==> src/logic/obi_pkg.sv <==
/*
 * OBI data bus widths
 * address, data, byte-enable and byte lane sizes
 */

package obi_pkg;

  // byte-addressed 32-bit bus
  localparam int unsigned ADDR_WIDTH = 32;
  localparam int unsigned DATA_WIDTH = 32;

  // one enable bit per byte lane
  localparam int unsigned BE_WIDTH = 4;

  // lane size, also the console character width
  localparam int unsigned BYTE_WIDTH = 8;

endpackage

==> src/logic/mem_map_pkg.sv <==
/*
 * memory map of the RAM subsystem
 * RAM bank sizes, peripheral addresses, decode and register enums
 * timer interrupt id and console queue depth
 */

package mem_map_pkg;

  // two equal banks split the RAM range
  localparam int unsigned NUM_BYTES  = 16384;
  localparam int unsigned BANK_WORDS = 2048;

  // peripheral registers
  localparam logic [obi_pkg::ADDR_WIDTH-1:0] CONSOLE_ADDR     = 32'h1000_0000;
  localparam logic [obi_pkg::ADDR_WIDTH-1:0] TIMER_MASK_ADDR  = 32'h1500_0000;
  localparam logic [obi_pkg::ADDR_WIDTH-1:0] TIMER_COUNT_ADDR = 32'h1500_0004;

  // machine timer interrupt line
  localparam logic [4:0] TIMER_IRQ_ID = 5'd7;

  localparam int unsigned CONSOLE_DEPTH = 4;

  typedef enum logic [2:0] {
    T_RAM0,
    T_RAM1,
    T_TIMER,
    T_CONSOLE,
    T_ERR
  } target_e;

  typedef enum logic {
    TREG_MASK,
    TREG_COUNT
  } timer_reg_e;

endpackage

==> src/logic/obi_bus_if.sv <==
/*
 * OBI style bus between the decoder and one target
 * manager and subordinate modports
 */

`timescale 1ns/10ps

interface obi_bus_if;

  // request channel
  logic                            req;
  logic                            we;
  logic [obi_pkg::BE_WIDTH-1:0]    be;
  logic [obi_pkg::ADDR_WIDTH-1:0]  addr;
  logic [obi_pkg::DATA_WIDTH-1:0]  wdata;

  // response channel
  logic                            gnt;
  logic                            rvalid;
  logic [obi_pkg::DATA_WIDTH-1:0]  rdata;

  modport manager (
    output req, we, be, addr, wdata,
    input  gnt, rvalid, rdata
  );

  modport subordinate (
    input  req, we, be, addr, wdata,
    output gnt, rvalid, rdata
  );

endinterface

==> src/logic/timer_periph.sv <==
/*
 * countdown timer on the data bus
 * mask and count registers, timer interrupt with acknowledge
 */

`timescale 1ns/10ps

module timer_periph (
  input  logic           clk_i,
  input  logic           rst_ni,
  obi_bus_if.subordinate bus,
  input  logic [4:0]     irq_id_i,
  input  logic           irq_ack_i,
  output logic           irq_timer_o
);

  mem_map_pkg::timer_reg_e        treg;
  logic [obi_pkg::DATA_WIDTH-1:0] mask_q;
  logic [obi_pkg::DATA_WIDTH-1:0] count_q;
  logic [obi_pkg::DATA_WIDTH-1:0] rdata_q;
  logic                           irq_q;
  logic                           rvalid_q;
  logic                           wr_en;
  logic                           irq_ack;

  // decoder only forwards the two timer addresses
  assign treg = (bus.addr == mem_map_pkg::TIMER_COUNT_ADDR) ?
                mem_map_pkg::TREG_COUNT : mem_map_pkg::TREG_MASK;

  assign bus.gnt = bus.req;
  assign wr_en   = bus.req && bus.we;
  assign irq_ack = irq_ack_i && (irq_id_i == mem_map_pkg::TIMER_IRQ_ID);

  always_ff @(posedge clk_i or negedge rst_ni) begin
    if (!rst_ni) begin
      mask_q   <= '0;
      count_q  <= '0;
      irq_q    <= 1'b0;
      rvalid_q <= 1'b0;
    end else begin
      rvalid_q <= bus.req;
      if (wr_en) begin
        case (treg)
          mem_map_pkg::TREG_MASK:  mask_q  <= bus.wdata;
          mem_map_pkg::TREG_COUNT: count_q <= bus.wdata;
          default: ;
        endcase
      end else if (count_q != '0) begin
        count_q <= count_q - 1'b1;
        // fires on the step from 1 to 0
        if (count_q == 1 && mask_q[mem_map_pkg::TIMER_IRQ_ID]) begin
          irq_q <= 1'b1;
        end
      end
      // acknowledge wins over a new expiry in the same cycle
      if (irq_ack) begin
        irq_q <= 1'b0;
      end
    end
  end

  // read data sampled at the grant
  always_ff @(posedge clk_i) begin
    if (bus.req) begin
      if (bus.we) begin
        rdata_q <= '0;
      end else if (treg == mem_map_pkg::TREG_COUNT) begin
        rdata_q <= count_q;
      end else begin
        rdata_q <= mask_q;
      end
    end
  end

  assign bus.rvalid  = rvalid_q;
  assign bus.rdata   = rdata_q;
  assign irq_timer_o = irq_q;

endmodule

==> src/flat_wrapper.sv <==
// flat-port wrapper written by rule: the top's interface ports become plain ports
module timer_periph_flat 
  (clk_i, rst_ni, irq_id_i, irq_ack_i, irq_timer_o, bus_req, bus_we, bus_be, bus_addr, bus_wdata, bus_gnt, bus_rvalid, bus_rdata);
  obi_bus_if bus_i ();
  input  logic clk_i;
  input  logic rst_ni;
  input  logic [4:0] irq_id_i;
  input  logic irq_ack_i;
  output logic irq_timer_o;
  input wire logic [$bits(bus_i.req)-1:0] bus_req;
  input wire logic [$bits(bus_i.we)-1:0] bus_we;
  input wire logic [$bits(bus_i.be)-1:0] bus_be;
  input wire logic [$bits(bus_i.addr)-1:0] bus_addr;
  input wire logic [$bits(bus_i.wdata)-1:0] bus_wdata;
  output wire logic [$bits(bus_i.gnt)-1:0] bus_gnt;
  output wire logic [$bits(bus_i.rvalid)-1:0] bus_rvalid;
  output wire logic [$bits(bus_i.rdata)-1:0] bus_rdata;
  assign bus_i.req = bus_req;
  assign bus_i.we = bus_we;
  assign bus_i.be = bus_be;
  assign bus_i.addr = bus_addr;
  assign bus_i.wdata = bus_wdata;
  assign bus_gnt = bus_i.gnt;
  assign bus_rvalid = bus_i.rvalid;
  assign bus_rdata = bus_i.rdata;
  timer_periph u_core (.clk_i(clk_i), .rst_ni(rst_ni), .bus(bus_i), .irq_id_i(irq_id_i), .irq_ack_i(irq_ack_i), .irq_timer_o(irq_timer_o));
endmodule
==> config.mk <==
export PLATFORM = sky130hd
export DESIGN_NAME = timer_periph_flat
export DESIGN_NICKNAME = d
export VERILOG_FILES = /design/src/logic/obi_pkg.sv /design/src/logic/mem_map_pkg.sv /design/src/logic/obi_bus_if.sv /design/src/logic/timer_periph.sv /design/src/flat_wrapper.sv
export SDC_FILE = /design/constraint.sdc
export NUM_CORES = 1
export LEC_CHECK = 0
export BUFFER_PORTS_ARGS = -buffer_cell sky130_fd_sc_hd__buf_2
export CORE_MARGIN = 5
export CORE_UTILIZATION = 50
export CTS_CLUSTER_SIZE = 14
export DETAILED_ROUTE_END_ITERATION = 8
export HOLD_SLACK_MARGIN = 0.06
export PLACE_DENSITY = 0.75
export SETUP_SLACK_MARGIN = 0.2
export SLEW_MARGIN = 25
export SYNTH_ARGS = -nofsm -noshare
export SYNTH_HDL_FRONTEND = slang
export SYNTH_SLANG_ARGS = --single-unit
==> constraint.sdc <==
create_clock -name clk_i -period 2.85 [get_ports clk_i]
set_input_delay 0.57 -clock clk_i [delete_from_list [all_inputs] [get_ports clk_i]]
set_output_delay 0.57 -clock clk_i [all_outputs]
set_load 0.01 [all_outputs]
Word-level counts from Yosys, hierarchy flattened
Index checks and enable logic that the tools add are counted.

Flip-flop bits (word level): 98. Bits of input ports: 78. Output and inout bits: 35.

Add/subtract/negate cells: 1. Equality and inequality tests: 5. Multiplexer cells: 9. Bitwise logic cells: 1. Reduce and logical (&&, ||, !) cells: 10.

Operator list (number): 32-bit 2-to-1 mux (4); 32-bit by 1-bit == test with 1-bit output, second input constant (1); 32-bit by 29-bit == test with 1-bit output, second input constant (1); 32-bit nonzero test (1); 32-bit by 1-bit subtractor with 32-bit output, second input constant (1); 2-bit nonzero test (3); 5-bit by 3-bit == test with 1-bit output, second input constant (1); 1-bit 2-to-1 mux (5); 2-bit AND reduction (2); 1-bit logical AND (3); 3-bit AND reduction (1); 2-bit by 1-bit inequality test with 1-bit output, second input constant (1); 2-bit inequality test, second input constant (1); 1-bit inverter (1).

Longest topological paths before layout
Word-level depth: 6. Mapped depth: 8.

Worst setup path after synthesis
Ideal clock, no wire load.

Path type: register -> register. From: register u_core.count_q[0] in the netlist's numbering. To: register u_core.count_q[28] in the netlist's numbering. Setup time: 0.123 ns. Arrival time: 1.996 ns. Data required time: 2.727 ns. Slack: 0.731 ns. Cell stages (with the launch flop): 9. Path buffers: 1. Period minus slack after synthesis: 2.119 ns. Cells stage by stage: dfrtp_1 -> inv_1 -> ha_1 -> or4b_4 -> nor3_4 -> and4_1 -> buf_4 -> nor2_2 -> o221a_2.

Cells in the longest elaborated chain, start to end: 3.

RTL lines: from (decl) (RTL line timer_periph.sv:19) `logic [obi_pkg::DATA_WIDTH-1:0] count_q;`; from (signal assigned) (RTL line timer_periph.sv:45) `mem_map_pkg::TREG_COUNT: count_q <= bus.wdata;`; from (signal assigned) (RTL line timer_periph.sv:49) `count_q <= count_q - 1'b1;`; 32-bit by 1-bit subtractor with 32-bit output / 32-bit nonzero test (equally long branches) (RTL line timer_periph.sv:49, timer_periph.sv:48); 32-bit 2-to-1 mux / 2-bit nonzero test (equally long branches); 32-bit 2-to-1 mux / 2-bit AND reduction (equally long branches).

Several ways; a longest one is shown, not always the timed one. The select of a mux whose other input is x is not followed. A chain may end at the register's enable or synchronous reset.

Final worst setup path
From: register u_core.count_q[1] in the netlist's numbering. To: register u_core.count_q[7] in the netlist's numbering.

Same word-level chain as after synthesis.

==> out/qor.txt <==
========================================================================================
Slowest CP cell ........................................................... sky130_fd_sc_hd__or4b_4
Max transition margin .....................................................        36.2%
Signed area change from the synthesized netlist to the final layout .......        19.9%
Endpoint class of the critical path .......................................         flop
Critical Setup Path Class .................................................      reg2reg
Yosys reg bits ............................................................           98
Worst-Margin Slew .........................................................     0.954 ns
Net count of the finished layout ..........................................          687
Max Buffers Root-to-Sink ..................................................            2
Crit path launch type .....................................................         flop
WL per Instance ...........................................................      18.7 um
Power share of the combinational group ....................................        19.8%
Internal Pwr Total ........................................................    0.00259 W
Worst slack at placement ..................................................     0.169 ns
Synthesized area ..........................................................    5070 um^2
Maximum clock frequency ...................................................      404 MHz
Mean post-synth cell area .................................................    10.2 um^2
Clock latency on the worst-skew pair ......................................      0.37 ns
RSZ-0062 raised after global routing ......................................        false
IO Port Bufs ..............................................................          108
Setup skew after layout ...................................................   0.00776 ns
Max VDD drop ..............................................................       265 uV
Antenna violations before repair ..........................................            0
Via count of the first global-routing pass ................................         4523
Buffers plus inverters on the worst setup path ............................            2
Floorplan core area .......................................................    9820 um^2
Net count after synthesis .................................................          579
Dominant register cell in the synthesized netlist ......................... sky130_fd_sc_hd__dfrtp_1
Area of the die ...........................................................   12200 um^2
Post-layout minimum cycle time ............................................      2.48 ns
Via density per instance ..................................................         6.01
Total vias in the final route .............................................         4481
Overall Global Routing Usage ..............................................        22.9%
Run status ................................................................    completed
Clock root buffer ......................................................... sky130_fd_sc_hd__clkbuf_8
Arrival @ worst endpoint ..................................................      2.73 ns
Share of the core filled with cells .......................................        61.9%
Clock-pin slew on the worst setup and hold paths ..........................      0.09 ns
Overall die width .........................................................       111 um
Wire length of the first global-routing pass ..............................      23.0 mm
Required time reported for the critical path endpoint .....................      3.10 ns
Detail Placement HPWL .....................................................      9.81 mm
Post-route setup TNS ......................................................         0 ns
Post-synthesis instance total .............................................          499
Cell variety after synth ..................................................           64
Yosys warns ...............................................................            0
Power density relative to cell area .......................................  608 nW/um^2
Commonest cells after routing, fill and taps aside ........................ sky130_fd_sc_hd__buf_2, sky130_fd_sc_hd__nand2_1, sky130_fd_sc_hd__dfrtp_1
Post-route setup slack ....................................................     0.374 ns
Switching share of power ..................................................        29.9%
Height of the chip ........................................................       111 um
Post-route ant nets .......................................................            0
Leakage power figure ......................................................      2.52 nW
Final cycle utilization of the critical path ..............................        86.9%
# H-tree levels ...........................................................            3
Number of DRC markers in iteration 0 ......................................          301
Row count .................................................................           36
Share of layout cells above drive strength 1 ..............................        32.4%
Sequential cell area fraction in the yosys report .........................        51.6%
I/O pin cnt ...............................................................          113
Effective utilization at floorplan ........................................        51.6%
TritonCTS clock tree ......................................................        built
Number of hold violations in the final report .............................            0
Antenna Cells .............................................................            0
Cell-by-cell listing of the critical path ................................. inv_1 -> ha_2 -> or4b_4 -> nor3_4 -> nand4_4 -> buf_4 -> and3_1 -> a221o_1
Part of the total power dissipated in the clock network ...................        29.3%
Clock sink total ..........................................................           98
Tightest Hold Check Type ..................................................       in2reg
Cts bufs inserted .........................................................            9
Number of buffers inserted to repair setup after CTS ......................            0
Number of search-and-repair iterations in the first detailed-routing pass .            5
Delay-heaviest family, CP ................................................. simple AND/OR/NAND/NOR gates
Maximum number of pins on one net before global-route repair ..............           40
Post-synth ARST share .....................................................        67.3%
Number of flops mapped to enable cells by yosys ...........................           32
Final max-slew violation count ............................................            0
Max FO, Critical Path .....................................................            8
Biggest cell delay along the critical path ................................      0.52 ns
Most frequent standard cell in the layout excluding fill and tap cells .... sky130_fd_sc_hd__buf_2
DRC Markers ...............................................................            0
Overall routed net length .................................................      13.9 mm
Sequential share of power .................................................        50.9%
Final-report setup violation count ........................................            0
Maximum Capacitance Violations ............................................            0
Global-route congestion overflow total ....................................            0
Final Wtd Congestion ......................................................        0.886
Power spent charging and discharging nets .................................    0.00110 W
========================================================================================
==> cells by family after synthesis <==
family,after synthesis,share of synthesized area [%]
AND/OR/NAND/NOR,203,20.7
AO/OA/AOI/OAI,122,15.8
flip-flops,98,51.6
buffers and inverters,37,3.33
multiplexers,37,8.10
adder cells (fa/ha/maj),2,0.494
==> synthesized netlist by cell type (2+ instances only) <==
master	count	area (um^2)
sky130_fd_sc_hd__a211oi_1	3	22.5
sky130_fd_sc_hd__nand2b_1	2	12.5
sky130_fd_sc_hd__a31o_2	2	17.5
sky130_fd_sc_hd__ha_1	2	25.0
sky130_fd_sc_hd__and2_1	2	12.5
sky130_fd_sc_hd__or3_1	5	31.3
sky130_fd_sc_hd__a21oi_1	44	220
sky130_fd_sc_hd__o21ai_0	18	90.1
sky130_fd_sc_hd__o211ai_1	2	15.0
sky130_fd_sc_hd__dfrtp_1	66	1650
sky130_fd_sc_hd__nand3_1	12	60.1
sky130_fd_sc_hd__inv_1	5	18.8
sky130_fd_sc_hd__a221o_1	3	30.0
sky130_fd_sc_hd__nor4b_1	2	17.5
sky130_fd_sc_hd__nand2_1	92	345
sky130_fd_sc_hd__edfxtp_1	32	961
sky130_fd_sc_hd__a32oi_1	3	26.3
sky130_fd_sc_hd__nor3_1	18	90.1
sky130_fd_sc_hd__nor2_1	22	82.6
sky130_fd_sc_hd__nand4_1	5	31.3
sky130_fd_sc_hd__o22ai_1	6	37.5
sky130_fd_sc_hd__clkbuf_1	16	60.1
sky130_fd_sc_hd__o2bb2ai_1	5	43.8
sky130_fd_sc_hd__buf_2	12	60.1
sky130_fd_sc_hd__o221ai_1	2	17.5
sky130_fd_sc_hd__a31oi_1	12	75.1
sky130_fd_sc_hd__o221a_2	3	33.8
sky130_fd_sc_hd__and4_1	5	43.8
sky130_fd_sc_hd__o31ai_1	2	15.0
sky130_fd_sc_hd__buf_4	2	15.0
sky130_fd_sc_hd__and3_1	7	43.8
sky130_fd_sc_hd__nor4_1	15	93.8
sky130_fd_sc_hd__mux2_2	32	360
sky130_fd_sc_hd__mux2i_1	5	50.1
sky130_fd_sc_hd__o311ai_0	4	35.0
sky130_fd_sc_hd__nor4bb_1	2	20.0
sky130_fd_sc_hd__o32a_1	2	20.0
==> registers in the layout (all words and copies together), names as in the netlist <==
signal and count:
u_core.count_q 32, u_core.bus.rvalid 1, u_core.bus.rdata 32, u_core.mask_q 32
u_core.irq_timer_o 1
==> worst min-delay path, cell delays in order <==
cell	delay (ns)
sky130_fd_sc_hd__buf_2	0.10
sky130_fd_sc_hd__a32oi_1	0.05
sky130_fd_sc_hd__nand2_1	0.05
==> worst paths after layout <==
path                              startpoint  cells after the start                 end  slack, ns
setup / recovery           u_core.count_q[1]                      8   u_core.count_q[7]       0.37
hold / removal                 bus_wdata[24]                      3  u_core.count_q[24]       0.44
setup reg to reg           u_core.count_q[1]                      8   u_core.count_q[7]       0.37
hold reg to reg            u_core.mask_q[27]                      1   u_core.mask_q[27]       0.51
max in group asynchronous             rst_ni                      3    u_core.mask_q[4]       1.72
min in group asynchronous             rst_ni                      2   u_core.mask_q[27]       0.56
==> cell type report <==
class                      instances  area (um^2)
clock buffer                       9          124
clock inverter                     7          116
fill                             887         3740
inverter                           5         18.8
multi-input combinational        364         2310
sequential                        98         2610
tap                              133          166
timing repair buffer             129          726
==> stage by stage <==
stage	power, W	std cells	hold slack, ns	instance area (um^2)
2_1_floorplan	0.00234	499	0.274	5070
3_3_place_gp	0.00259	728	0.407	5810
3_5_place_dp	0.00263	728	0.413	5810
4_1_cts	0.00370	745	0.423	6060
5_1_grt	0.00388	745	0.418	6070
6_report	0.00370	745	0.441	6070
==> per-layer routing <==
layer	vias to the layer above	global-route usage, %	share of wire, %
li1	2091	-	-
met1	2193	30.7	43
met2	183	37.9	49
met3	14	4.91	7.0
met4	0	6.24	1.3
met5	-	0	0
==> repair_timing <==
action | CTS | global route
gates resized for setup | 0 | 4
endpoints found under the setup margin | 0 | 6
hold buffers | 1 | 0
hold endpoints to repair | 4 | 0
==> power groups by stage <==
stage | Sequential, W | Combinational, W | Clock, W
2_1_floorplan | 0.00185 | 0.000495 | 0
3_3_place_gp | 0.00189 | 0.000698 | 0
3_5_place_dp | 0.00190 | 0.000722 | 0
4_1_cts | 0.00188 | 0.000729 | 0.00109
5_1_grt | 0.00191 | 0.000806 | 0.00116
6_report | 0.00188 | 0.000730 | 0.00108
(Power assumes the default switching activity.)
