`src/logic/obi_pkg.sv`:
```
/*
 * OBI data bus widths
 * address, data, byte-enable and byte lane sizes
 */

package obi_pkg;

  // byte-addressed 32-bit bus
  localparam int unsigned ADDR_WIDTH = 32;
  localparam int unsigned DATA_WIDTH = 32;

  // one enable bit per byte lane
  localparam int unsigned BE_WIDTH = 4;

  // lane size, also the console character width
  localparam int unsigned BYTE_WIDTH = 8;

endpackage

```
`src/logic/mem_map_pkg.sv`:
```
/*
 * memory map of the RAM subsystem
 * RAM bank sizes, peripheral addresses, decode and register enums
 * timer interrupt id and console queue depth
 */

package mem_map_pkg;

  // two equal banks split the RAM range
  localparam int unsigned NUM_BYTES  = 16384;
  localparam int unsigned BANK_WORDS = 2048;

  // peripheral registers
  localparam logic [obi_pkg::ADDR_WIDTH-1:0] CONSOLE_ADDR     = 32'h1000_0000;
  localparam logic [obi_pkg::ADDR_WIDTH-1:0] TIMER_MASK_ADDR  = 32'h1500_0000;
  localparam logic [obi_pkg::ADDR_WIDTH-1:0] TIMER_COUNT_ADDR = 32'h1500_0004;

  // machine timer interrupt line
  localparam logic [4:0] TIMER_IRQ_ID = 5'd7;

  localparam int unsigned CONSOLE_DEPTH = 4;

  typedef enum logic [2:0] {
    T_RAM0,
    T_RAM1,
    T_TIMER,
    T_CONSOLE,
    T_ERR
  } target_e;

  typedef enum logic {
    TREG_MASK,
    TREG_COUNT
  } timer_reg_e;

endpackage

```
`src/logic/obi_bus_if.sv`:
```
/*
 * OBI style bus between the decoder and one target
 * manager and subordinate modports
 */

`timescale 1ns/10ps

interface obi_bus_if;

  // request channel
  logic                            req;
  logic                            we;
  logic [obi_pkg::BE_WIDTH-1:0]    be;
  logic [obi_pkg::ADDR_WIDTH-1:0]  addr;
  logic [obi_pkg::DATA_WIDTH-1:0]  wdata;

  // response channel
  logic                            gnt;
  logic                            rvalid;
  logic [obi_pkg::DATA_WIDTH-1:0]  rdata;

  modport manager (
    output req, we, be, addr, wdata,
    input  gnt, rvalid, rdata
  );

  modport subordinate (
    input  req, we, be, addr, wdata,
    output gnt, rvalid, rdata
  );

endinterface

```
`src/logic/obi_decoder.sv`:
```
/*
 * data bus decoder
 * address decode, request fan-out and grant return
 * response select from the registered target, error responses
 */

`timescale 1ns/10ps

module obi_decoder (
  input  logic                            clk_i,
  input  logic                            rst_ni,
  input  logic                            data_req_i,
  input  logic                            data_we_i,
  input  logic [obi_pkg::BE_WIDTH-1:0]    data_be_i,
  input  logic [obi_pkg::ADDR_WIDTH-1:0]  data_addr_i,
  input  logic [obi_pkg::DATA_WIDTH-1:0]  data_wdata_i,
  output logic                            data_gnt_o,
  output logic                            data_rvalid_o,
  output logic [obi_pkg::DATA_WIDTH-1:0]  data_rdata_o,
  output logic                            data_err_o,
  obi_bus_if.manager                      ram0_bus,
  obi_bus_if.manager                      ram1_bus,
  obi_bus_if.manager                      timer_bus,
  obi_bus_if.manager                      console_bus
);

  mem_map_pkg::target_e           target;
  mem_map_pkg::target_e           target_q;
  logic [obi_pkg::ADDR_WIDTH-1:0] word_idx;
  logic                           err_q;

  // byte address to word index
  assign word_idx = {2'b00, data_addr_i[obi_pkg::ADDR_WIDTH-1:2]};

  always_comb begin
    if (data_addr_i < mem_map_pkg::NUM_BYTES) begin
      if (word_idx < mem_map_pkg::BANK_WORDS) begin
        target = mem_map_pkg::T_RAM0;
      end else begin
        target = mem_map_pkg::T_RAM1;
      end
    end else if (data_addr_i == mem_map_pkg::CONSOLE_ADDR) begin
      target = mem_map_pkg::T_CONSOLE;
    end else if (data_addr_i == mem_map_pkg::TIMER_MASK_ADDR ||
                 data_addr_i == mem_map_pkg::TIMER_COUNT_ADDR) begin
      target = mem_map_pkg::T_TIMER;
    end else begin
      target = mem_map_pkg::T_ERR;
    end
  end

  // only the selected target sees req
  assign ram0_bus.req    = data_req_i && (target == mem_map_pkg::T_RAM0);
  assign ram1_bus.req    = data_req_i && (target == mem_map_pkg::T_RAM1);
  assign timer_bus.req   = data_req_i && (target == mem_map_pkg::T_TIMER);
  assign console_bus.req = data_req_i && (target == mem_map_pkg::T_CONSOLE);

  // banks take a word index local to the bank
  assign ram0_bus.addr    = word_idx;
  assign ram1_bus.addr    = word_idx - mem_map_pkg::BANK_WORDS;
  assign timer_bus.addr   = data_addr_i;
  assign console_bus.addr = data_addr_i;

  assign ram0_bus.we       = data_we_i;
  assign ram0_bus.be       = data_be_i;
  assign ram0_bus.wdata    = data_wdata_i;
  assign ram1_bus.we       = data_we_i;
  assign ram1_bus.be       = data_be_i;
  assign ram1_bus.wdata    = data_wdata_i;
  assign timer_bus.we      = data_we_i;
  assign timer_bus.be      = data_be_i;
  assign timer_bus.wdata   = data_wdata_i;
  assign console_bus.we    = data_we_i;
  assign console_bus.be    = data_be_i;
  assign console_bus.wdata = data_wdata_i;

  // unmapped accesses are granted right away
  always_comb begin
    case (target)
      mem_map_pkg::T_RAM0:    data_gnt_o = ram0_bus.gnt;
      mem_map_pkg::T_RAM1:    data_gnt_o = ram1_bus.gnt;
      mem_map_pkg::T_TIMER:   data_gnt_o = timer_bus.gnt;
      mem_map_pkg::T_CONSOLE: data_gnt_o = console_bus.gnt;
      default:                data_gnt_o = data_req_i;
    endcase
  end

  always_ff @(posedge clk_i or negedge rst_ni) begin
    if (!rst_ni) begin
      target_q <= mem_map_pkg::T_RAM0;
      err_q    <= 1'b0;
    end else begin
      err_q <= data_req_i && (target == mem_map_pkg::T_ERR);
      if (data_req_i && data_gnt_o) begin
        target_q <= target;
      end
    end
  end

  // response comes from whoever took the last grant
  always_comb begin
    case (target_q)
      mem_map_pkg::T_RAM0: begin
        data_rvalid_o = ram0_bus.rvalid;
        data_rdata_o  = ram0_bus.rdata;
      end
      mem_map_pkg::T_RAM1: begin
        data_rvalid_o = ram1_bus.rvalid;
        data_rdata_o  = ram1_bus.rdata;
      end
      mem_map_pkg::T_TIMER: begin
        data_rvalid_o = timer_bus.rvalid;
        data_rdata_o  = timer_bus.rdata;
      end
      mem_map_pkg::T_CONSOLE: begin
        data_rvalid_o = console_bus.rvalid;
        data_rdata_o  = console_bus.rdata;
      end
      default: begin
        data_rvalid_o = err_q;
        data_rdata_o  = '0;
      end
    endcase
  end

  assign data_err_o = err_q;

endmodule

```
`src/flat_wrapper.sv`:
```
// flat-port wrapper written by rule: the top's interface ports become plain ports
module obi_decoder_flat 
  (clk_i, rst_ni, data_req_i, data_we_i, data_be_i, data_addr_i, data_wdata_i, data_gnt_o, data_rvalid_o, data_rdata_o, data_err_o, ram0_bus_req, ram0_bus_we, ram0_bus_be, ram0_bus_addr, ram0_bus_wdata, ram0_bus_gnt, ram0_bus_rvalid, ram0_bus_rdata, ram1_bus_req, ram1_bus_we, ram1_bus_be, ram1_bus_addr, ram1_bus_wdata, ram1_bus_gnt, ram1_bus_rvalid, ram1_bus_rdata, timer_bus_req, timer_bus_we, timer_bus_be, timer_bus_addr, timer_bus_wdata, timer_bus_gnt, timer_bus_rvalid, timer_bus_rdata, console_bus_req, console_bus_we, console_bus_be, console_bus_addr, console_bus_wdata, console_bus_gnt, console_bus_rvalid, console_bus_rdata);
  obi_bus_if ram0_bus_i ();
  obi_bus_if ram1_bus_i ();
  obi_bus_if timer_bus_i ();
  obi_bus_if console_bus_i ();
  input  logic clk_i;
  input  logic rst_ni;
  input  logic data_req_i;
  input  logic data_we_i;
  input  logic [obi_pkg::BE_WIDTH-1:0] data_be_i;
  input  logic [obi_pkg::ADDR_WIDTH-1:0] data_addr_i;
  input  logic [obi_pkg::DATA_WIDTH-1:0] data_wdata_i;
  output logic data_gnt_o;
  output logic data_rvalid_o;
  output logic [obi_pkg::DATA_WIDTH-1:0] data_rdata_o;
  output logic data_err_o;
  output wire logic [$bits(ram0_bus_i.req)-1:0] ram0_bus_req;
  output wire logic [$bits(ram0_bus_i.we)-1:0] ram0_bus_we;
  output wire logic [$bits(ram0_bus_i.be)-1:0] ram0_bus_be;
  output wire logic [$bits(ram0_bus_i.addr)-1:0] ram0_bus_addr;
  output wire logic [$bits(ram0_bus_i.wdata)-1:0] ram0_bus_wdata;
  input wire logic [$bits(ram0_bus_i.gnt)-1:0] ram0_bus_gnt;
  input wire logic [$bits(ram0_bus_i.rvalid)-1:0] ram0_bus_rvalid;
  input wire logic [$bits(ram0_bus_i.rdata)-1:0] ram0_bus_rdata;
  output wire logic [$bits(ram1_bus_i.req)-1:0] ram1_bus_req;
  output wire logic [$bits(ram1_bus_i.we)-1:0] ram1_bus_we;
  output wire logic [$bits(ram1_bus_i.be)-1:0] ram1_bus_be;
  output wire logic [$bits(ram1_bus_i.addr)-1:0] ram1_bus_addr;
  output wire logic [$bits(ram1_bus_i.wdata)-1:0] ram1_bus_wdata;
  input wire logic [$bits(ram1_bus_i.gnt)-1:0] ram1_bus_gnt;
  input wire logic [$bits(ram1_bus_i.rvalid)-1:0] ram1_bus_rvalid;
  input wire logic [$bits(ram1_bus_i.rdata)-1:0] ram1_bus_rdata;
  output wire logic [$bits(timer_bus_i.req)-1:0] timer_bus_req;
  output wire logic [$bits(timer_bus_i.we)-1:0] timer_bus_we;
  output wire logic [$bits(timer_bus_i.be)-1:0] timer_bus_be;
  output wire logic [$bits(timer_bus_i.addr)-1:0] timer_bus_addr;
  output wire logic [$bits(timer_bus_i.wdata)-1:0] timer_bus_wdata;
  input wire logic [$bits(timer_bus_i.gnt)-1:0] timer_bus_gnt;
  input wire logic [$bits(timer_bus_i.rvalid)-1:0] timer_bus_rvalid;
  input wire logic [$bits(timer_bus_i.rdata)-1:0] timer_bus_rdata;
  output wire logic [$bits(console_bus_i.req)-1:0] console_bus_req;
  output wire logic [$bits(console_bus_i.we)-1:0] console_bus_we;
  output wire logic [$bits(console_bus_i.be)-1:0] console_bus_be;
  output wire logic [$bits(console_bus_i.addr)-1:0] console_bus_addr;
  output wire logic [$bits(console_bus_i.wdata)-1:0] console_bus_wdata;
  input wire logic [$bits(console_bus_i.gnt)-1:0] console_bus_gnt;
  input wire logic [$bits(console_bus_i.rvalid)-1:0] console_bus_rvalid;
  input wire logic [$bits(console_bus_i.rdata)-1:0] console_bus_rdata;
  assign ram0_bus_req = ram0_bus_i.req;
  assign ram0_bus_we = ram0_bus_i.we;
  assign ram0_bus_be = ram0_bus_i.be;
  assign ram0_bus_addr = ram0_bus_i.addr;
  assign ram0_bus_wdata = ram0_bus_i.wdata;
  assign ram0_bus_i.gnt = ram0_bus_gnt;
  assign ram0_bus_i.rvalid = ram0_bus_rvalid;
  assign ram0_bus_i.rdata = ram0_bus_rdata;
  assign ram1_bus_req = ram1_bus_i.req;
  assign ram1_bus_we = ram1_bus_i.we;
  assign ram1_bus_be = ram1_bus_i.be;
  assign ram1_bus_addr = ram1_bus_i.addr;
  assign ram1_bus_wdata = ram1_bus_i.wdata;
  assign ram1_bus_i.gnt = ram1_bus_gnt;
  assign ram1_bus_i.rvalid = ram1_bus_rvalid;
  assign ram1_bus_i.rdata = ram1_bus_rdata;
  assign timer_bus_req = timer_bus_i.req;
  assign timer_bus_we = timer_bus_i.we;
  assign timer_bus_be = timer_bus_i.be;
  assign timer_bus_addr = timer_bus_i.addr;
  assign timer_bus_wdata = timer_bus_i.wdata;
  assign timer_bus_i.gnt = timer_bus_gnt;
  assign timer_bus_i.rvalid = timer_bus_rvalid;
  assign timer_bus_i.rdata = timer_bus_rdata;
  assign console_bus_req = console_bus_i.req;
  assign console_bus_we = console_bus_i.we;
  assign console_bus_be = console_bus_i.be;
  assign console_bus_addr = console_bus_i.addr;
  assign console_bus_wdata = console_bus_i.wdata;
  assign console_bus_i.gnt = console_bus_gnt;
  assign console_bus_i.rvalid = console_bus_rvalid;
  assign console_bus_i.rdata = console_bus_rdata;
  obi_decoder u_core (.clk_i(clk_i), .rst_ni(rst_ni), .data_req_i(data_req_i), .data_we_i(data_we_i), .data_be_i(data_be_i), .data_addr_i(data_addr_i), .data_wdata_i(data_wdata_i), .data_gnt_o(data_gnt_o), .data_rvalid_o(data_rvalid_o), .data_rdata_o(data_rdata_o), .data_err_o(data_err_o), .ram0_bus(ram0_bus_i), .ram1_bus(ram1_bus_i), .timer_bus(timer_bus_i), .console_bus(console_bus_i));
endmodule
```
`config.mk`:
```
export PLATFORM = sky130hd
export DESIGN_NAME = obi_decoder_flat
export DESIGN_NICKNAME = d
export VERILOG_FILES = /design/src/logic/obi_pkg.sv /design/src/logic/mem_map_pkg.sv /design/src/logic/obi_bus_if.sv /design/src/logic/obi_decoder.sv /design/src/flat_wrapper.sv
export SDC_FILE = /design/constraint.sdc
export NUM_CORES = 1
export LEC_CHECK = 0
export BUFFER_PORTS_ARGS = -buffer_cell sky130_fd_sc_hd__buf_2
export CAP_MARGIN = 10
export CORE_AREA = 10 10 196 198
export DETAILED_ROUTE_END_ITERATION = 10
export DIE_AREA = 0 0 206 208
export PLACE_DENSITY = 0.46
export RECOVER_POWER = 50
export SLEW_MARGIN = 20
export SYNTH_ARGS = -nofsm -noshare
export SYNTH_HDL_FRONTEND = slang
export SYNTH_SLANG_ARGS = --single-unit
```
`constraint.sdc`:
```
create_clock -name clk_i -period 2.7 [get_ports clk_i]
set_input_delay 0.135 -clock clk_i [delete_from_list [all_inputs] [get_ports clk_i]]
set_output_delay 0.135 -clock clk_i [all_outputs]
set_load 0.02 [all_outputs]
```
**After elaboration in Yosys (flattened, before gate mapping)**

Cells that the tools add are included.

- Add/sub/neg operators: 1
- Order comparisons: 2
- Equal/unequal tests: 10
- Mux-type cells: 7
- Reduce and logical (&&, ||, !) cells: 9

Operators with widths:

| operator | number |
|---|---|
| $pmux 32 s4 | 1 |
| $eq 32x29->1 const B | 3 |
| $lt 32x15->1 const B | 1 |
| $sub 30x12->31 const B | 1 |
| $lt 30x12->1 const B | 1 |
| $eq 3x2->1 const B | 4 |
| $mux 3 | 3 |
| $pmux 1 s4 | 2 |
| $eq 3x1->1 const B | 2 |
| $logic_and 1x1->1 | 6 |
| $logic_not 3->1 | 2 |
| $eq 3x3->1 const B | 1 |
| $logic_or 1x1->1 | 1 |
| $mux 1 | 1 |

- Register bits after elaboration: 4
- Input bits: 208
- Output and inout port bits: 315

**Longest topological paths before layout**

- Depth in word-level cells: 8
- Depth in mapped cells: 8
- Gate-level depth less buffers: 8

**Worst setup path after synthesis**

No wires, ideal clock.

- Path kind: input to output
- From: input port data_addr_i[28] in the netlist's numbering
- To: output port ram0_bus_req
- Data arrival time: 2.338 ns
- Data required time: 2.565 ns
- Slack: 0.227 ns
- Stages on the path: 5
- Buffers on the path: 1
- Cells stage by stage: or4_4 > or3_4 > or4_1 > buf_2 > nor4_1

- Cells in the longest elaborated chain, start to end: 7
- Elaborated cells on any way between the ends: 12
- Those cells by class: 2 x order compare; 3 x eq/ne; 4 x mux; 3 x reduce/logical

Ends and longest elaborated chain:

| what | line | text |
|---|---|---|
| from (decl) | flat_wrapper.sv:13 | `input logic [obi_pkg::ADDR_WIDTH-1:0] data_addr_i;` |
| branches (longest 4 deep; another with $lt 30x12->1) | -- |  |
| $mux 3 * | obi_decoder.sv:36 | `if (data_addr_i < mem_map_pkg::NUM_BYTES) begin` |
| $logic_not 3->1 * | obi_decoder.sv:53 | `assign ram0_bus.req = data_req_i && (target == mem_map_pkg::T_RAM0);` |
| $logic_and 1x1->1 * | obi_decoder.sv:53 |  |
| to (decl) | flat_wrapper.sv:19 | `output wire logic [$bits(ram0_bus_i.req)-1:0] ram0_bus_req;` |

Every way passes the cells marked *.

**Final worst setup path**

- From: input port data_addr_i[28] in the netlist's numbering
- To: output port data_gnt_o

- Cells in the longest elaborated chain, start to end: 7
- Elaborated cells on any way between the ends: 15
- Those cells by class: 2 x order compare; 6 x eq/ne; 5 x mux; 2 x reduce/logical

Ends and longest elaborated chain:

| what | line | text |
|---|---|---|
| branches (longest 4 deep; another with $lt 30x12->1) | -- |  |
| $mux 3 * | obi_decoder.sv:36 |  |
| $eq 3x2->1 (tied with other cells) | obi_decoder.sv:79 | `case (target)` |
| $pmux 1 s4 * | obi_decoder.sv:79 |  |
| to (decl) | flat_wrapper.sv:15 | `output logic data_gnt_o;` |

Marks and branches as above.

==> metrics.txt <==
asr flop ratio synth=100.0%; most frequent cell after synthesis=sky130_fd_sc_hd__buf_4; half-perimeter wire length of the detailed placement result=14.80 mm; multi-input logic area=roughly 1200 sq um; Clock Path Buffers=2; number of nets in the layout=760; library cell occupying the most area in the post-synthesis netlist=sky130_fd_sc_hd__buf_4; number of flops mapped to enable cells by yosys=0; design area=3802 sq um; post-detailed-placement cell area=about 3700 sq um; x dimension of the die=206 um; first-pass GRT wire length=23.62 mm; CTS tree=built; fraction of final layout cells sized beyond drive strength 1=between 60% and 70%; first drt pass iteration count=4; total vias in the final route=3243; min-delay worst type=in2reg; Worst setup SP type=input port; pin count of the biggest net entering global routing=33; number of port buffers=335; GPL Wtd Cong=0.7335; Avg WL per Cell=around 17 um; global-route usage over all layers=7.260%; minimum period implied by the final worst setup slack=2483 ps; total detailed-routing wirelength=about 17 mm; violation count after the first detailed-routing iteration=between 150 and 200; core area=~34000 sq um; fillers=4065; leakage power summed over all cells=2.000 nW; Initial Utilization=approximately a tenth; final worst path period share=between 90% and 100%; clock latency on the worst-skew pair=220 ps; Hold Violations, Final=0; number of routed nets with antenna violations=0; number of top-level pins=roughly 520; setup repair after global routing missed its margin=no; number of buffers added by the clock tree synthesis step=3; Post-Synthesis Cells=463; average cell area after synthesis=7.145 sq um; number of global-route vias before repair=3680; CTS clock-pin slew for the worst setup and hold paths=30 ps; Syn-to-layout area delta=14.94%; total of flip-flops plus latches after synthesis=4; power per unit of standard cell area=223.7 nW/um^2; pin slew with the least headroom to its limit=694.9 ps; most used flip-flop cell after synthesis=sky130_fd_sc_hd__dfrtp_1; total standard cell area after synthesis=around 3300 sq um; most area-consuming cells after synthesis=sky130_fd_sc_hd__buf_4 (58%), sky130_fd_sc_hd__a22oi_1 (15%), sky130_fd_sc_hd__nand2_1 (4.3%); Slew Viols, Final=0; worst-case vdd ir drop=157.5 uV; post-detailed-route via-to-cell ratio=3.227; # setup viols final=0; final setup skew=0 ps; count of warnings emitted by yosys=0; sequential cell area=~100 sq um; crit path capture type=output pin; Die ar.=42850 sq um; sequential share of the synthesized area=under 10%; total DRC errors in the routed layout=0; outcome=complete, no violations; H-Tree Level Count=1; TritonCTS Sinks=4; # Max-Cap Violations=0; number of distinct standard cells referenced by the synthesized netlist=37; clock tree root driver cell=sky130_fd_sc_hd__clkbuf_16; overall die height=roughly 210 um; total number of placement rows=between 60 and 70; data arrival time at the worst-slack endpoint=about 2400 ps; top cells by instance count after synthesis=sky130_fd_sc_hd__buf_4 (256), sky130_fd_sc_hd__a22oi_1 (64), sky130_fd_sc_hd__nand2_1 (38); highest fanout seen on the critical path=6; sum of negative setup slack=0 ps; worst hold slack after final layout=266.8 ps; number of antenna violations at the first check in global routing=3; total congestion overflow=0; post-CTS setup-driven buffer insertion count=0; required time of the worst setup path=2570 ps; relative slew slack=a little over half; path type of the worst setup path=in2out; Synth top area share=58.09%; maximum operating frequency=402.7 MHz
registers in the layout (all words and copies together) (netlist names):
| signal | flops |
|---|---|
| u_core.data_err_o | 1 |
| u_core.target_q | 3 |
worst max-delay path: stages:
cell	delay (ps)
sky130_fd_sc_hd__buf_2	110
sky130_fd_sc_hd__or4_4	560
sky130_fd_sc_hd__or3_4	390
sky130_fd_sc_hd__or4_4	540
sky130_fd_sc_hd__inv_1	100
sky130_fd_sc_hd__nor3_1	70
sky130_fd_sc_hd__a211o_1	270
sky130_fd_sc_hd__buf_2	170
worst paths after layout:
kind	end	cells past startpoint	slack, ps	start
setup / recovery	data_gnt_o	8	220	data_addr_i[28]
hold / removal	u_core.data_err_o$_DFF_PN0_	3	270	data_req_i
setup reg to reg	u_core.target_q[0]$_DFFE_PN0P_	2	1690	u_core.target_q[0]$_DFFE_PN0P_
hold reg to reg	u_core.target_q[1]$_DFFE_PN0P_	2	730	u_core.target_q[1]$_DFFE_PN0P_
max in group asynchronous	u_core.target_q[1]$_DFFE_PN0P_	2	2150	rst_ni
min in group asynchronous	u_core.target_q[0]$_DFFE_PN0P_	2	340	rst_ni
what timing repair did:
item / 4_1_cts / 5_1_grt
endpoints found under the setup margin: 0 / 1
hold buffers: 1 / 0
gates resized for setup: 0 / 1
hold endpoints to repair: 4 / 0
layer usage:
layer / track usage (%) / wire length, um / up-vias
li1: - / - / 1492
met1: 7.584 / 6150 / 1447
met2: 12.13 / 8109 / 272
met3: 4.195 / 2424 / 30
met4: 1.982 / 250 / 2
met5: 0 / 13 / -
cell usage in the layout, fill, tap and decap left out, types with 2 or more instances in the layout:
cell	synthesis	final
sky130_fd_sc_hd__a22oi_1	64	64
sky130_fd_sc_hd__buf_2	1	326
sky130_fd_sc_hd__buf_4	256	17
sky130_fd_sc_hd__clkbuf_1	14	9
sky130_fd_sc_hd__clkbuf_16	0	3
sky130_fd_sc_hd__conb_1	1	2
sky130_fd_sc_hd__dfrtp_1	4	4
sky130_fd_sc_hd__inv_1	5	5
sky130_fd_sc_hd__mux2_1	2	2
sky130_fd_sc_hd__mux2_2	2	2
sky130_fd_sc_hd__nand2_1	38	38
sky130_fd_sc_hd__nand3_1	4	4
sky130_fd_sc_hd__nor2_1	10	10
sky130_fd_sc_hd__nor3_1	10	9
sky130_fd_sc_hd__nor3b_1	4	2
sky130_fd_sc_hd__nor3b_2	0	2
sky130_fd_sc_hd__nor4_1	8	8
sky130_fd_sc_hd__o21ai_0	2	2
sky130_fd_sc_hd__or3_1	2	2
sky130_fd_sc_hd__or4_4	1	2
sky130_fd_sc_hd__xnor2_1	7	7
sky130_fd_sc_hd__xor2_1	10	10
report_power, final:
group          leakage [nW]  internal, mW  switching (mW)
clock                0.0370         0.189          0.0376
combinational          1.91         0.213           0.346
sequential           0.0504        0.0622         0.00333
total                  2.00         0.464           0.387
stage by stage:
| step | util (%) | setup slack (ps) | instances | total power, mW |
|---|---|---|---|---|
| 2_1_floorplan | - | 227.0 | 464 | 0.7485 |
| 3_3_place_gp | 10.83 | 102.4 | 1000 | 0.6321 |
| 3_5_place_dp | 10.83 | 95.23 | 1000 | 0.6334 |
| 4_1_cts | 11.08 | 96.36 | 1004 | 0.8659 |
| 5_1_grt | 11.05 | 119.9 | 1004 | 0.9043 |
| 6_report | 11.06 | 216.9 | 1005 | 0.8508 |
kinds of logic (layout without fill, tap and decap cells):
family	after synthesis	in the layout	synth area share, %
AOI/OAI and AO/OA	71	71	16.26
xor gates and xnor gates	17	17	4.501
adders and majority gates	1	1	0.3782
buffers and inverters	276	361	60.40
DFF	4	4	3.026
muxes	5	5	2.042
other	1	3	0.1134
and+or+nand+nor	88	88	13.28
area by class of cell:
cell class              instances  share of cell area, %
repair buffers                353                  47.42
clock buffers                   3                  1.974
well taps                     455                  14.97
inverters                       5                 0.4936
multi-input cells             184                  32.44
diodes                          1                0.06581
flip-flops and latches          4                  2.632
(Power assumes the default switching activity.)
